### src/ffcp_pkg.sv
`default_nettype none

package ffcp_pkg;

	localparam int BYTE_LEN = 8;

	// Destination, source and EtherType
	localparam int ETH_HEADER_LEN = 14;

	localparam logic [15:0] ETHERTYPE_FFCP = 16'h1002;
	localparam logic [7:0] FFCP_TYPE_MSG = 8'h02;

	// FGP is one offset byte followed by the color data
	localparam int FGP_DATA_LEN = 12;
	localparam int FGP_LEN = 13;
	localparam int COLORS_PER_FGP = 8;

	localparam logic [7:0] SFD_BYTE = 8'hD5;

	typedef logic [BYTE_LEN-1:0] byte_t;
	typedef logic [7:0] ffcp_index_t;

	// Red in the top nibble, then green, then blue
	typedef logic [11:0] color_t;

	// Offset times COLORS_PER_FGP plus the pixel number
	typedef logic [10:0] vram_addr_t;

	typedef logic [3:0] fgp_cnt_t;

	typedef enum logic [2:0] {
		RX_IDLE,
		RX_HEADER,
		RX_FFCP_HDR,
		RX_PAYLOAD,
		RX_DISCARD
	} rx_state_t;

	typedef enum logic [1:0] {
		WR_IDLE,
		WR_OFFSET,
		WR_DATA
	} wr_state_t;

endpackage

`default_nettype wire
### src/ffcp_video_rx.sv
`default_nettype none

module ffcp_video_rx
	import ffcp_pkg::*;
#(
	parameter int QUEUE_DEPTH = 4,
	parameter int PIX_CREDITS = 4
) (
	input wire clk,
	input wire eth_rx_downstream_rst,
	input wire rmii_crsdv,
	input wire [1:0] rmii_rxd,
	input wire rmii_rxerr,
	input wire pix_credit,
	output logic pix_valid,
	output vram_addr_t pix_addr,
	output color_t pix_data
);

	logic byte_valid;
	byte_t byte_data;
	logic frame_end;
	logic frame_err;

	logic pl_valid;
	byte_t pl_data;
	ffcp_index_t pl_index;
	logic pl_last;
	logic pl_drop;
	ffcp_index_t exp_index;

	logic slot_ready;
	logic rd_req;
	fgp_cnt_t rd_pos;
	byte_t rd_data;
	logic slot_release;

	rmii_byte_rx rmii_byte_rx_i (
		.clk(clk), .eth_rx_downstream_rst(eth_rx_downstream_rst),
		.rmii_crsdv(rmii_crsdv), .rmii_rxd(rmii_rxd), .rmii_rxerr(rmii_rxerr),
		.byte_valid(byte_valid), .byte_data(byte_data),
		.frame_end(frame_end), .frame_err(frame_err));

	eth_frame_rx eth_frame_rx_i (
		.clk(clk), .eth_rx_downstream_rst(eth_rx_downstream_rst),
		.byte_valid(byte_valid), .byte_data(byte_data),
		.frame_end(frame_end), .frame_err(frame_err), .exp_index(exp_index),
		.pl_valid(pl_valid), .pl_data(pl_data), .pl_index(pl_index),
		.pl_last(pl_last), .pl_drop(pl_drop));

	packet_buffer #(.QUEUE_DEPTH(QUEUE_DEPTH)) packet_buffer_i (
		.clk(clk), .eth_rx_downstream_rst(eth_rx_downstream_rst),
		.pl_valid(pl_valid), .pl_data(pl_data), .pl_index(pl_index),
		.pl_last(pl_last), .pl_drop(pl_drop),
		.rd_req(rd_req), .rd_pos(rd_pos), .slot_release(slot_release),
		.exp_index(exp_index), .slot_ready(slot_ready), .rd_data(rd_data));

	fgp_video_writer #(.PIX_CREDITS(PIX_CREDITS)) fgp_video_writer_i (
		.clk(clk), .eth_rx_downstream_rst(eth_rx_downstream_rst),
		.slot_ready(slot_ready), .rd_data(rd_data), .pix_credit(pix_credit),
		.rd_req(rd_req), .rd_pos(rd_pos), .slot_release(slot_release),
		.pix_valid(pix_valid), .pix_addr(pix_addr), .pix_data(pix_data));

endmodule

`default_nettype wire

### src/fgp_video_writer.sv
`default_nettype none

module fgp_video_writer
	import ffcp_pkg::*;
#(
	parameter int PIX_CREDITS = 4
) (
	input wire clk,
	input wire eth_rx_downstream_rst,
	input wire slot_ready,
	input wire byte_t rd_data,
	input wire pix_credit,
	output logic rd_req,
	output fgp_cnt_t rd_pos,
	output logic slot_release,
	output logic pix_valid,
	output vram_addr_t pix_addr,
	output color_t pix_data
);

	localparam int CREDIT_W = $clog2(PIX_CREDITS + 1);

	wr_state_t state;
	logic [CREDIT_W-1:0] credit_cnt;
	logic [1:0] req_phase;
	logic rsp_valid;
	logic [1:0] rsp_phase;
	logic rsp_cplt;
	logic credit_ok;
	logic last_color;
	byte_t offset;
	byte_t carry;
	logic [2:0] pix_num;

	// Phase 0 of a byte triple completes no color, phases 1 and 2 complete one
	assign rsp_cplt = rsp_valid && state == WR_DATA && rsp_phase != 2'd0;

	// Colors already on their way still hold a credit
	assign credit_ok = int'(credit_cnt) > int'(rsp_cplt) + int'(pix_valid);

	assign last_color = rsp_cplt && pix_num == 3'(COLORS_PER_FGP - 1);
	assign slot_release = last_color;

	always_comb begin
		case (state)
			WR_IDLE: rd_req = slot_ready;
			WR_DATA: rd_req = rd_pos <= fgp_cnt_t'(FGP_DATA_LEN) &&
				(req_phase == 2'd0 || credit_ok);
			default: rd_req = 1'b0;
		endcase
	end

	always_ff @(posedge clk) begin
		if (state == WR_OFFSET)
			offset <= rd_data;
		if (rsp_valid && state == WR_DATA) begin
			case (rsp_phase)
				2'd0: carry <= rd_data;
				2'd1: begin
					pix_data <= {carry, rd_data[7:4]};
					carry <= {4'h0, rd_data[3:0]};
				end
				default: pix_data <= {carry[3:0], rd_data};
			endcase
		end
		if (rsp_cplt)
			pix_addr <= {offset, pix_num};
	end

	always_ff @(posedge clk) begin
		if (eth_rx_downstream_rst) begin
			state <= WR_IDLE;
			credit_cnt <= CREDIT_W'(PIX_CREDITS);
			rd_pos <= '0;
			req_phase <= 2'd0;
			rsp_valid <= 1'b0;
			rsp_phase <= 2'd0;
			pix_num <= 3'd0;
			pix_valid <= 1'b0;
		end else begin
			rsp_valid <= rd_req;
			rsp_phase <= req_phase;
			pix_valid <= rsp_cplt;
			credit_cnt <= credit_cnt - CREDIT_W'(pix_valid) + CREDIT_W'(pix_credit);
			if (rd_req) begin
				rd_pos <= rd_pos + 1'b1;
				if (state == WR_DATA)
					req_phase <= (req_phase == 2'd2) ? 2'd0 : req_phase + 2'd1;
			end
			if (rsp_cplt)
				pix_num <= pix_num + 3'd1;
			case (state)
				WR_IDLE: begin
					if (slot_ready)
						state <= WR_OFFSET;
				end
				WR_OFFSET: state <= WR_DATA;
				WR_DATA: begin
					if (last_color) begin
						state <= WR_IDLE;
						rd_pos <= '0;
						req_phase <= 2'd0;
					end
				end
				default: state <= WR_IDLE;
			endcase
		end
	end

endmodule

`default_nettype wire

### src/packet_buffer.sv
`default_nettype none

module packet_buffer
	import ffcp_pkg::*;
#(
	parameter int QUEUE_DEPTH = 4
) (
	input wire clk,
	input wire eth_rx_downstream_rst,
	input wire pl_valid,
	input wire byte_t pl_data,
	input wire ffcp_index_t pl_index,
	input wire pl_last,
	input wire pl_drop,
	input wire rd_req,
	input wire fgp_cnt_t rd_pos,
	input wire slot_release,
	output ffcp_index_t exp_index,
	output logic slot_ready,
	output byte_t rd_data
);

	localparam int PTR_W = $clog2(QUEUE_DEPTH);
	localparam int SLOT_WORDS = 2 ** $bits(fgp_cnt_t);

	byte_t mem [QUEUE_DEPTH*SLOT_WORDS];

	// Extra top bit tells full from empty
	logic [PTR_W:0] head;
	logic [PTR_W:0] tail;
	fgp_cnt_t wr_pos;
	logic wr_blocked;
	logic full;
	logic commit;

	assign full = (head[PTR_W] != tail[PTR_W]) &&
		(head[PTR_W-1:0] == tail[PTR_W-1:0]);

	// A frame that lost bytes to a full queue is never committed
	assign commit = pl_last && !full && !wr_blocked;

	assign slot_ready = head != tail;

	always_ff @(posedge clk) begin
		if (pl_valid && !full)
			mem[{tail[PTR_W-1:0], wr_pos}] <= pl_data;
	end

	always_ff @(posedge clk) begin
		if (rd_req)
			rd_data <= mem[{head[PTR_W-1:0], rd_pos}];
	end

	always_ff @(posedge clk) begin
		if (eth_rx_downstream_rst) begin
			head <= '0;
			tail <= '0;
			wr_pos <= '0;
			wr_blocked <= 1'b0;
			exp_index <= '0;
		end else begin
			if (pl_last || pl_drop) begin
				wr_pos <= '0;
				wr_blocked <= 1'b0;
			end else if (pl_valid) begin
				if (full)
					wr_blocked <= 1'b1;
				else
					wr_pos <= wr_pos + 1'b1;
			end
			if (commit) begin
				tail <= tail + 1'b1;
				exp_index <= pl_index + 1'b1;
			end
			if (slot_release && slot_ready)
				head <= head + 1'b1;
		end
	end

endmodule

`default_nettype wire

### src/eth_frame_rx.sv
`default_nettype none

module eth_frame_rx
	import ffcp_pkg::*;
(
	input wire clk,
	input wire eth_rx_downstream_rst,
	input wire byte_valid,
	input wire byte_t byte_data,
	input wire frame_end,
	input wire frame_err,
	input wire ffcp_index_t exp_index,
	output logic pl_valid,
	output byte_t pl_data,
	output ffcp_index_t pl_index,
	output logic pl_last,
	output logic pl_drop
);

	localparam int HDR_CNT_W = $clog2(ETH_HEADER_LEN);

	rx_state_t state;
	logic [HDR_CNT_W-1:0] hdr_cnt;
	byte_t ethertype_hi;
	logic type_seen;
	fgp_cnt_t pl_cnt;

	always_ff @(posedge clk) begin
		if (byte_valid)
			pl_data <= byte_data;
		if (byte_valid && state == RX_HEADER && hdr_cnt == HDR_CNT_W'(ETH_HEADER_LEN - 2))
			ethertype_hi <= byte_data;
		if (byte_valid && state == RX_FFCP_HDR && type_seen)
			pl_index <= byte_data;
	end

	always_ff @(posedge clk) begin
		if (eth_rx_downstream_rst) begin
			state <= RX_IDLE;
			hdr_cnt <= '0;
			type_seen <= 1'b0;
			pl_cnt <= '0;
			pl_valid <= 1'b0;
			pl_last <= 1'b0;
			pl_drop <= 1'b0;
		end else begin
			pl_valid <= 1'b0;
			pl_last <= 1'b0;
			pl_drop <= 1'b0;
			if (frame_end) begin
				// Commit only a clean frame of exactly one FGP
				if (state == RX_PAYLOAD && pl_cnt == fgp_cnt_t'(FGP_LEN) && !frame_err)
					pl_last <= 1'b1;
				else
					pl_drop <= 1'b1;
				state <= RX_IDLE;
				hdr_cnt <= '0;
				type_seen <= 1'b0;
				pl_cnt <= '0;
			end else if (byte_valid) begin
				case (state)
					RX_IDLE: begin
						hdr_cnt <= HDR_CNT_W'(1);
						state <= RX_HEADER;
					end
					RX_HEADER: begin
						hdr_cnt <= hdr_cnt + 1'b1;
						if (hdr_cnt == HDR_CNT_W'(ETH_HEADER_LEN - 1)) begin
							if ({ethertype_hi, byte_data} == ETHERTYPE_FFCP)
								state <= RX_FFCP_HDR;
							else
								state <= RX_DISCARD;
						end
					end
					RX_FFCP_HDR: begin
						type_seen <= 1'b1;
						if (!type_seen) begin
							if (byte_data != FFCP_TYPE_MSG)
								state <= RX_DISCARD;
						end else if (byte_data == exp_index) begin
							state <= RX_PAYLOAD;
						end else begin
							state <= RX_DISCARD;
						end
					end
					RX_PAYLOAD: begin
						// Too long, stop forwarding before the slot overflows
						if (pl_cnt == fgp_cnt_t'(FGP_LEN)) begin
							state <= RX_DISCARD;
						end else begin
							pl_valid <= 1'b1;
							pl_cnt <= pl_cnt + 1'b1;
						end
					end
					default: ;
				endcase
			end
		end
	end

endmodule

`default_nettype wire

### src/rmii_byte_rx.sv
`default_nettype none

module rmii_byte_rx
	import ffcp_pkg::*;
(
	input wire clk,
	input wire eth_rx_downstream_rst,
	input wire rmii_crsdv,
	input wire [1:0] rmii_rxd,
	input wire rmii_rxerr,
	output logic byte_valid,
	output byte_t byte_data,
	output logic frame_end,
	output logic frame_err
);

	byte_t shift_reg;
	byte_t shift_next;
	logic [1:0] dibit_cnt;
	logic synced;
	logic crsdv_q;
	logic err_seen;

	// Least significant dibit arrives first
	assign shift_next = {rmii_rxd, shift_reg[7:2]};

	always_ff @(posedge clk) begin
		if (rmii_crsdv)
			shift_reg <= shift_next;
		if (rmii_crsdv && synced && dibit_cnt == 2'd3)
			byte_data <= shift_next;
	end

	always_ff @(posedge clk) begin
		if (eth_rx_downstream_rst) begin
			dibit_cnt <= 2'd0;
			synced <= 1'b0;
			crsdv_q <= 1'b0;
			err_seen <= 1'b0;
			byte_valid <= 1'b0;
			frame_end <= 1'b0;
			frame_err <= 1'b0;
		end else begin
			crsdv_q <= rmii_crsdv;
			byte_valid <= 1'b0;
			frame_end <= crsdv_q && !rmii_crsdv;
			frame_err <= crsdv_q && !rmii_crsdv && err_seen;
			if (rmii_crsdv) begin
				if (rmii_rxerr)
					err_seen <= 1'b1;
				if (!synced) begin
					// Hunt for the delimiter, byte alignment follows from it
					if (shift_next == SFD_BYTE) begin
						synced <= 1'b1;
						dibit_cnt <= 2'd0;
					end
				end else begin
					dibit_cnt <= dibit_cnt + 2'd1;
					if (dibit_cnt == 2'd3)
						byte_valid <= 1'b1;
				end
			end else begin
				synced <= 1'b0;
				dibit_cnt <= 2'd0;
				err_seen <= 1'b0;
			end
		end
	end

endmodule

`default_nettype wire

### config.mk
export PLATFORM = sky130hd
export DESIGN_NAME = ffcp_video_rx
export DESIGN_NICKNAME = d
export VERILOG_FILES = /design/src/ffcp_pkg.sv /design/src/ffcp_video_rx.sv /design/src/fgp_video_writer.sv /design/src/packet_buffer.sv /design/src/eth_frame_rx.sv /design/src/rmii_byte_rx.sv
export SDC_FILE = /design/constraint.sdc
export NUM_CORES = 1
export LEC_CHECK = 0
export ABC_AREA = 1
export BUFFER_PORTS_ARGS = -buffer_cell sky130_fd_sc_hd__buf_2
export CELL_PAD_IN_SITES_DETAIL_PLACEMENT = 0
export CELL_PAD_IN_SITES_GLOBAL_PLACEMENT = 1
export CORE_UTILIZATION = 25
export CTS_BUF_LIST = sky130_fd_sc_hd__clkbuf_8
export CTS_CLUSTER_SIZE = 8
export DETAILED_ROUTE_END_ITERATION = 8
export GPL_TIMING_DRIVEN = 0
export PLACE_DENSITY_LB_ADDON = 0.1
export REMOVE_ABC_BUFFERS = 1
export SETUP_SLACK_MARGIN = 0.2
export SYNTH_ARGS = -nofsm -noshare
export SYNTH_HDL_FRONTEND = slang
export SYNTH_SLANG_ARGS = --single-unit
### constraint.sdc
create_clock -name clk -period 3.8 [get_ports clk]
set_input_delay 0.19 -clock clk [delete_from_list [all_inputs] [get_ports clk]]
set_output_delay 0.19 -clock clk [all_outputs]
set_load 0.005 [all_outputs]
==> flow_summary.yaml, run 1 <==
clock_network:
  clock_latency_ns: 0.76
  numCtsBuffers: 119
  clk_path_buf_depth: 3
  cts.sinks: 657
  cts_tree: "done"
  ctsHtreeMaxLevel: 3
  clkTransAtPathRegs_ns: 0.06
  cts_root_buffer: "clkbuf_8"
drt:
  avgRoutedWirePerCell_um: 20.4
  post_drt_via_cell_ratio: 4.30
  drc: 0
  antenna_left: 0
  first_iter_violations: 1019
  vias: 16800
  first_pass_iters: 5
  routed_wl_um: 79600
floorplanning:
  die-area_mm2: 0.108
  ios: 31
  initial_utilization: 0.252
  die_w_um: 328
  core_area_mm2: 0.105
  die_h_um: 328
  row_count: 119
synth:
  syn-cell-area_mm2: 0.0266
  synth.top_cell.area_share: 0.675
  yosysTopAreaCell: "edfxtp_1"
  ys_types: 38
  ys.flop_type: "edfxtp_1"
  seq_area_frac_synth: 0.720
  ys_seq_elements: 657
  synthArstFlopShare: 0
  synth-edff-count: 597
  synth_warnings: 0
  synthCells: 2313
  synth.avg_cell_area_um2: 11.5
  synth_area_leaders: "edfxtp_1, nand2_1, nand3_1, dfxtp_1, a21oi_1"
cells_and_area:
  drive_above_1_share: 0.107
  design_area_mm2: 0.0312
  final_common_cell: "nand2_1"
  final_cell_mix: "nand2_1, edfxtp_1, nand3_1"
  area_delta_synth_final_pct: 17.5
  largest_register_ffs: 512
  final_nets: 2438
  post_layout_nonfiller_instances: 3898
power:
  powerDensity_mw_per_mm2: 444
  leakage_nw: 11.3
  vdd_ir_drop_max_mv: 0.225
timing:
  finalSetupViolations: 0
  setup_ws_ns: 0.354
  hold_violations: 0
  grt_setup_unrepaired: "true"
  maxSlewViolCount: 0
  fin_setup_tns_ns: 0
  fin_skew_ns: 0.0419
  max_slew_margin: 0.326
  fmax_ghz: 0.290
  fin_crit_ns: 3.45
  finalCritPeriodShare: 0.907
  worst_pin_slew_ns: 1.00
global_routing:
  grt_use_total: 0.149
  antenna_found_initial: 1
  grt_pass1_wl_um: 116000
  grt_pass1_vias: 16700
  gr-total-overflow: 0
  grt_max_degree: 112
critical_path:
  start_kind: "register"
  cp.required_ns: 4.15
  timing_worst_setup_path_type: "register to register"
  crit_arrival_ns: 3.79
  worst-path-max-fanout: 21
  endpoint_kind: "register"
place:
  pre_cts_ws_ns: -0.342
  dp.cells: 3667
  io_buffers: 30
  dp_hpwl_um: 48400
  post_dp_cell_area_mm2: 0.0289
  place_congestion: 0.746
run_status:
  outcome: "finished, final reports clean"
worst_hold_path:
  holdCritPathClass: "input port to register"
flow_run:
  max-cap-violations: 0
Yosys cell counts, drive strengths merged (5+ instances only):
library cell	number
nor2	126
nand2	810
a21boi	8
buf	89
inv	81
nor3	13
o21bai	5
xor2	10
o21ai	35
clkbuf	18
o211ai	8
nand4	7
a21oi	104
dfxtp	60
ha	22
nand3	305
edfxtp	597
routing by layer:
layer / GRT usage / wire length, um
met1: 0.198 / 37100
met2: 0.242 / 37300
met3: 0.0257 / 2740
met4: 0.0523 / 2420
met5: 0 / 0
area by class of cell:
| type | instances | area, um2 |
|---|---|---|
| Timing Repair Buffer | 80 | 1260 |
| Fill cell | 10700 | 74100 |
| Clock inverter | 95 | 399 |
| Clock buffer | 123 | 1690 |
| Timing Repair inverter | 1 | 8.76 |
| Inverter | 82 | 332 |
| Antenna cell | 2 | 5.00 |
| Multi-Input combinational cell | 1467 | 6640 |
| Tap cell | 1391 | 1740 |
| Sequential cell | 657 | 19100 |
timing repair:
action / in CTS / in global routing
resized for setup: 19 / 7
endpoints found under the hold margin: 29 / 0
hold buffers: 8 / 0
endpoints found under the setup margin: 471 / 55
cloned: 1 / 0
setup buffers: 2 / 0
per-stage QoR:
stage                     power (mW)  hold WS (ns)   util
final                           13.9         0.200  0.297
after global routing            14.4         0.131  0.297
after CTS                       14.1        0.0982  0.296
after detailed placement        7.98         0.407  0.275
after global placement          7.98         0.412  0.265
after floorplan                 7.96         0.261      -
critical path, stage by stage, from the launching register on:
cell,delay (ns)
dfxtp_2,0.72
xnor2_1,0.21
nand3_1,0.14
nand2_1,0.21
nor2_2,0.27
nand3_2,0.56
nor2_1,0.90
path summary, 6_finish.rpt:
check	endpoint	start	depth (start not counted)	slack (ns)
worst min register to register	eth_frame_rx_i.pl_last$_SDFF_PP0_	rmii_byte_rx_i.frame_err$_SDFF_PP0_	1	0.42
worst max register to register	packet_buffer_i.mem[57][5]$_DFFE_PP_	packet_buffer_i.head[0]$_SDFFE_PP0P_	6	0.35
worst max-delay path	packet_buffer_i.mem[57][5]$_DFFE_PP_	packet_buffer_i.head[0]$_SDFFE_PP0P_	6	0.35
worst min-delay path	rmii_byte_rx_i.shift_reg[6]$_DFFE_PP_	rmii_rxd[0]	2	0.20
logic make-up after synthesis:
logic type      after synthesis  synth area share
compound gates              162            0.0327
xor+xnor                     14           0.00462
fa+ha+maj                    23            0.0111
buf+inv                     189            0.0332
flops                       657             0.720
simple gates               1268             0.198
where the power goes:
part           internal, mW  leakage, nW  switching [mW]
combinational        0.0211         4.14          0.0300
clock                  2.98         1.27            3.05
sequential             7.78         5.85         0.00720
(Power assumes the default switching activity.)
==> run 2: changes to the inputs <==
--- a/config.mk
+++ b/config.mk
@@ -7,8 +7,10 @@
 export LEC_CHECK = 0
 export ABC_AREA = 1
 export BUFFER_PORTS_ARGS = -buffer_cell sky130_fd_sc_hd__buf_2
+export CAP_MARGIN = 10
 export CELL_PAD_IN_SITES_DETAIL_PLACEMENT = 0
 export CELL_PAD_IN_SITES_GLOBAL_PLACEMENT = 1
+export CORE_MARGIN = 10
 export CORE_UTILIZATION = 25
 export CTS_BUF_LIST = sky130_fd_sc_hd__clkbuf_8
 export CTS_CLUSTER_SIZE = 8
==> run 2 against run 1 <==
  * Cell count shrank 0.26%
  * Clock power shrank 2%
  * Critical path depth is the same
  * Global-route usage shrank 1.8 points
  * Flip-flop and latch count is the same
  * Hold slack gained 0.018 ns
  * Sequential share of layout area grew 0.086 points
  * Non-clock buffer count shrank 1
  * Die area grew 11%
  * Critical endpoint is now packet_buffer_i.mem[30][6]$_DFFE_PP_
==> flow_summary.yaml, run 2 (same netlist as run 1, synthesis figures left out) <==
global_routing:
  grt_use_total: 0.131
  gr-total-overflow: 0
  grt_pass1_wl_um: 116000
  antenna_found_initial: 2
  grt_pass1_vias: 16900
  grt_max_degree: 113
timing:
  hold_ws_ns: 0.218
  fin_crit_ns: 3.48
  max_slew_margin: 0.294
  finalSetupViolations: 0
  grt_setup_unrepaired: "true"
  maxSlewViolCount: 0
  finalCritPeriodShare: 0.916
  fin_skew_ns: 0.0286
  fmax_ghz: 0.287
  setup_ws_ns: 0.320
  hold_violations: 0
  fin_setup_tns_ns: 0
  worst_pin_slew_ns: 1.05
cells_and_area:
  largest_register_ffs: 512
  drive_above_1_share: 0.107
  area_delta_synth_final_pct: 17.3
  final_nets: 2435
  final_common_cell: "nand2_1"
  design_area_mm2: 0.0312
  final_cell_mix: "nand2_1, edfxtp_1, nand3_1"
drt:
  post_drt_via_cell_ratio: 4.35
  drc: 0
  first_iter_violations: 1004
  vias: 16900
  antenna_left: 0
  routed_wl_um: 79700
  first_pass_iters: 5
  avgRoutedWirePerCell_um: 20.5
worst_hold_path:
  holdCritPathClass: "input port to register"
clock_network:
  clock_latency_ns: 0.77
  cts_root_buffer: "clkbuf_8"
  numCtsBuffers: 118
  clk_path_buf_depth: 3
  clkTransAtPathRegs_ns: 0.06
  cts.sinks: 657
  cts_tree: "done"
  ctsHtreeMaxLevel: 3
critical_path:
  worst-path-max-fanout: 21
  crit_arrival_ns: 3.85
  endpoint_kind: "register"
  start_kind: "register"
  timing_worst_setup_path_type: "register to register"
  cp.required_ns: 4.17
run_status:
  outcome: "finished, final reports clean"
floorplanning:
  die_h_um: 346
  core_area_mm2: 0.105
  die_w_um: 346
  row_count: 119
  initial_utilization: 0.252
  die-area_mm2: 0.120
  ios: 31
place:
  post_dp_cell_area_mm2: 0.0289
  place_congestion: 0.716
  pre_cts_ws_ns: -0.270
  io_buffers: 30
  dp_hpwl_um: 48700
flow_run:
  max-cap-violations: 0
power:
  leakage_nw: 11.2
  power_mw: 13.8
  vdd_ir_drop_max_mv: 0.248
  powerDensity_mw_per_mm2: 441
[run 2: per-stage QoR]
| stage | util | cells |
|---|---|---|
| global placement | 0.265 | 3627 |
| floorplan | - | 2206 |
| CTS | 0.295 | 3886 |
| finish | 0.296 | 3888 |
| global route | 0.296 | 3888 |
| detailed placement | 0.274 | 3666 |
[run 2: final timing paths]
| path | end | slack [ns] | startpoint | cells past startpoint |
|---|---|---|---|---|
| hold reg to reg | fgp_video_writer_i.pix_addr[3]$_DFFE_PP_ | 0.40 | fgp_video_writer_i.offset[0]$_DFFE_PN_ | 0 |
| hold / removal | rmii_byte_rx_i.byte_data[7]$_DFFE_PP_ | 0.22 | rmii_rxd[1] | 2 |
| setup / recovery | packet_buffer_i.mem[30][6]$_DFFE_PP_ | 0.32 | packet_buffer_i.head[0]$_SDFFE_PP0P_ | 6 |
| setup reg to reg | packet_buffer_i.mem[30][6]$_DFFE_PP_ | 0.32 | packet_buffer_i.head[0]$_SDFFE_PP0P_ | 6 |
[run 2: cell type report]
type,instances,area (um2)
Antenna cell,1,2.50
Clock buffer,120,1650
Clock inverter,91,388
Fill cell,10800,74200
Inverter,82,332
Multi-Input combinational cell,1467,6650
Sequential cell,657,19100
Tap cell,1391,1740
Timing Repair Buffer,79,1270
[run 2: worst max-delay path, stage by stage, from the launching register on]
cell     delay (ns)
dfxtp_2        0.76
xnor2_1        0.22
nand3_1        0.14
nand2_1        0.20
inv_2          0.23
nand4_2        0.61
nor2_1         0.94
[run 2: timing repair]
item / 4_1_cts / 5_1_grt
gates resized for setup: 18 / 13
setup endpoints to repair: 461 / 121
hold endpoints to repair: 27 / 0
setup buffers: 0 / 1
hold buffers: 8 / 0
cloned: 1 / 0
[run 2: per-layer routing]
metal	share of wire	track usage	up-vias	wire [um]
li1	-	-	8205	-
met1	0.46	0.172	8288	36800
met2	0.47	0.217	285	37800
met3	0.036	0.0234	145	2890
met4	0.028	0.0407	0	2230
met5	0	0	-	0
[run 2: where the power goes]
| part | internal [mW] | switching, mW | total (mW) |
|---|---|---|---|
| Sequential | 7.78 | 0.00610 | 7.78 |
| Combinational | 0.0211 | 0.0305 | 0.0516 |
| Clock | 2.91 | 3.01 | 5.92 |
==> run 3: changes to the inputs <==
--- a/config.mk
+++ b/config.mk
@@ -11,7 +11,7 @@
 export CELL_PAD_IN_SITES_DETAIL_PLACEMENT = 0
 export CELL_PAD_IN_SITES_GLOBAL_PLACEMENT = 1
 export CORE_MARGIN = 10
-export CORE_UTILIZATION = 25
+export CORE_UTILIZATION = 53
 export CTS_BUF_LIST = sky130_fd_sc_hd__clkbuf_8
 export CTS_CLUSTER_SIZE = 8
 export DETAILED_ROUTE_END_ITERATION = 8
==> run 3 against run 2 <==
  * Clock power fell by 5.7%
  * First-iteration DRC count rose by 56%
  * Clock skew fell by 0.0045 ns
  * Count of clock-buffer cells in the layout did not move
  * Sequential power barely moved
  * Sequential share of layout area rose by 2.7 points
  * Total power fell by 2.5%
  * Flip-flop and latch count did not move
  * Cell area fell by 4.3%
  * Global-route usage rose by 8.0 points
==> flow_summary.yaml, run 3 (same netlist as run 1, synthesis figures left out) <==
clock_network:
  cts.sinks: 657
  clkTransAtPathRegs_ns: 0.06
  clk_path_buf_depth: 3
  cts_root_buffer: "clkbuf_8"
  ctsHtreeMaxLevel: 3
  cts_tree: "done"
  clock_latency_ns: 0.69
  numCtsBuffers: 104
critical_path:
  crit_family: "simple AND/OR/NAND/NOR gates"
  timing_worst_setup_path_type: "register to register"
  cp_slowest_cell: "dfxtp_1"
  crit_start: "packet_buffer_i.head[0]$_SDFFE_PP0P_"
  worst-path-max-fanout: 21
  crit_path_cell_trace: "xnor2_1, nand3_1, nand2_1, inv_2, nand4_2, nor2_1"
  cp.required_ns: 4.12
  critPathBufInv: 1
  endpoint_kind: "register"
  start_kind: "register"
  critPathMaxStageDelay_ns: 0.96
  r2r_slack_ns: 0.17
  timing.rr.start: "packet_buffer_i.head[0]$_SDFFE_PP0P_"
  crit_arrival_ns: 3.95
place:
  io_buffers: 30
  dp.cells: 2930
  place_congestion: 0.816
  dp_hpwl_um: 39200
floorplanning:
  row_count: 81
  die_h_um: 244
  die_w_um: 244
  core_area_mm2: 0.0493
  die-area_mm2: 0.0595
  initial_utilization: 0.539
  ios: 31
drt:
  first_pass_iters: 5
  vias: 17000
  wl_met3_um: 3560
  antenna_left: 0
  routed_wl_um: 64300
  post_drt_via_cell_ratio: 5.44
  avgRoutedWirePerCell_um: 20.6
  wl_met2_um: 31700
  topRoutingLayerUsed: "met4"
  drc: 0
  first_iter_violations: 1562
  wl_met1_um: 27600
cells_and_area:
  largest_register_ffs: 512
  final_common_cell: "nand2_1"
  drive_above_1_share: 0.0926
  final_cell_mix: "nand2_1, edfxtp_1, nand3_1"
  final_nets: 2412
  area_delta_synth_final_pct: 12.3
  antenna_cells: 0
  post_layout_nonfiller_instances: 3125
global_routing:
  grt_pass1_vias: 16100
  gr-total-overflow: 0
  antenna_found_initial: 0
  grt_max_degree: 187
  grt_pass1_wl_um: 96300
  grt_use_total: 0.211
timing:
  worst_pin_slew_ns: 1.28
  fmax_ghz: 0.275
  max_slew_margin: 0.144
  fin_skew_ns: 0.0241
  hold_ws_ns: 0.257
  hold_violations: 0
  fin_setup_tns_ns: 0
  finalCritPeriodShare: 0.956
  finalSetupViolations: 0
  fin_crit_ns: 3.63
  grt_setup_unrepaired: "true"
  maxSlewViolCount: 0
worst_hold_path:
  hp-start: "rmii_rxd[1]"
  holdCritPathClass: "input port to register"
flow_run:
  max-cap-violations: 0
power:
  powerDensity_mw_per_mm2: 449
  leakage_nw: 11.0
  vdd_ir_drop_max_mv: 0.347
  power_mw: 13.4
run_status:
  outcome: "finished, final reports clean"
[run 3: changes by cell type in the layout (fill, tap and decap cells not counted), sizes merged]
cell and change:
bufbuf -1, clkbuf +1, buf -9, inv +4, clkinvlp -1, bufinv +1, clkinv -30, diode -1
[run 3: through the flow]
stage | util | setup slack [ns] | area [um2]
after CTS | 0.605 | 0.220 | 29800
final | 0.606 | 0.168 | 29800
after detailed placement | 0.564 | 0.247 | 27800
after floorplan | - | -4.88 | 26000
after global routing | 0.606 | 0.0702 | 29800
after global placement | 0.548 | -12.46 | 27000
[run 3: timing repair]
item | CTS | global route
buffers inserted | 0 | 1
resized for setup | 0 | 6
hold buffers | 8 | 0
hold endpoints to repair | 24 | 0
endpoints found under the setup margin | 0 | 164
[run 3: final timing paths]
path,to,cells past startpoint
min,rmii_byte_rx_i.shift_reg[7]$_DFFE_PP_,2
max,packet_buffer_i.mem[56][6]$_DFFE_PP_,6
min reg2reg,fgp_video_writer_i.pix_addr[3]$_DFFE_PP_,0
max reg2reg,packet_buffer_i.mem[56][6]$_DFFE_PP_,6
[run 3: routing by layer]
layer | up-vias | global-route usage
met5 | - | 0
met2 | 469 | 0.348
met4 | 0 | 0.0681
met3 | 107 | 0.0301
met1 | 8276 | 0.284
li1 | 8136 | -
[run 3: final cells by class]
cell class | instances | area (um2)
fill | 4054 | 19400
sequential | 657 | 19100
multi-input combinational | 1467 | 6580
clock buffer | 120 | 1650
timing repair buffer | 70 | 1030
tap | 664 | 831
inverter | 82 | 325
clock inverter | 65 | 287
[run 3: power by group]
group          total [mW]  internal, mW  switching, mW
clock network        5.58          2.92           2.66
registers            7.78          7.78        0.00670
logic              0.0495        0.0211         0.0284
total                13.4          10.7           2.69
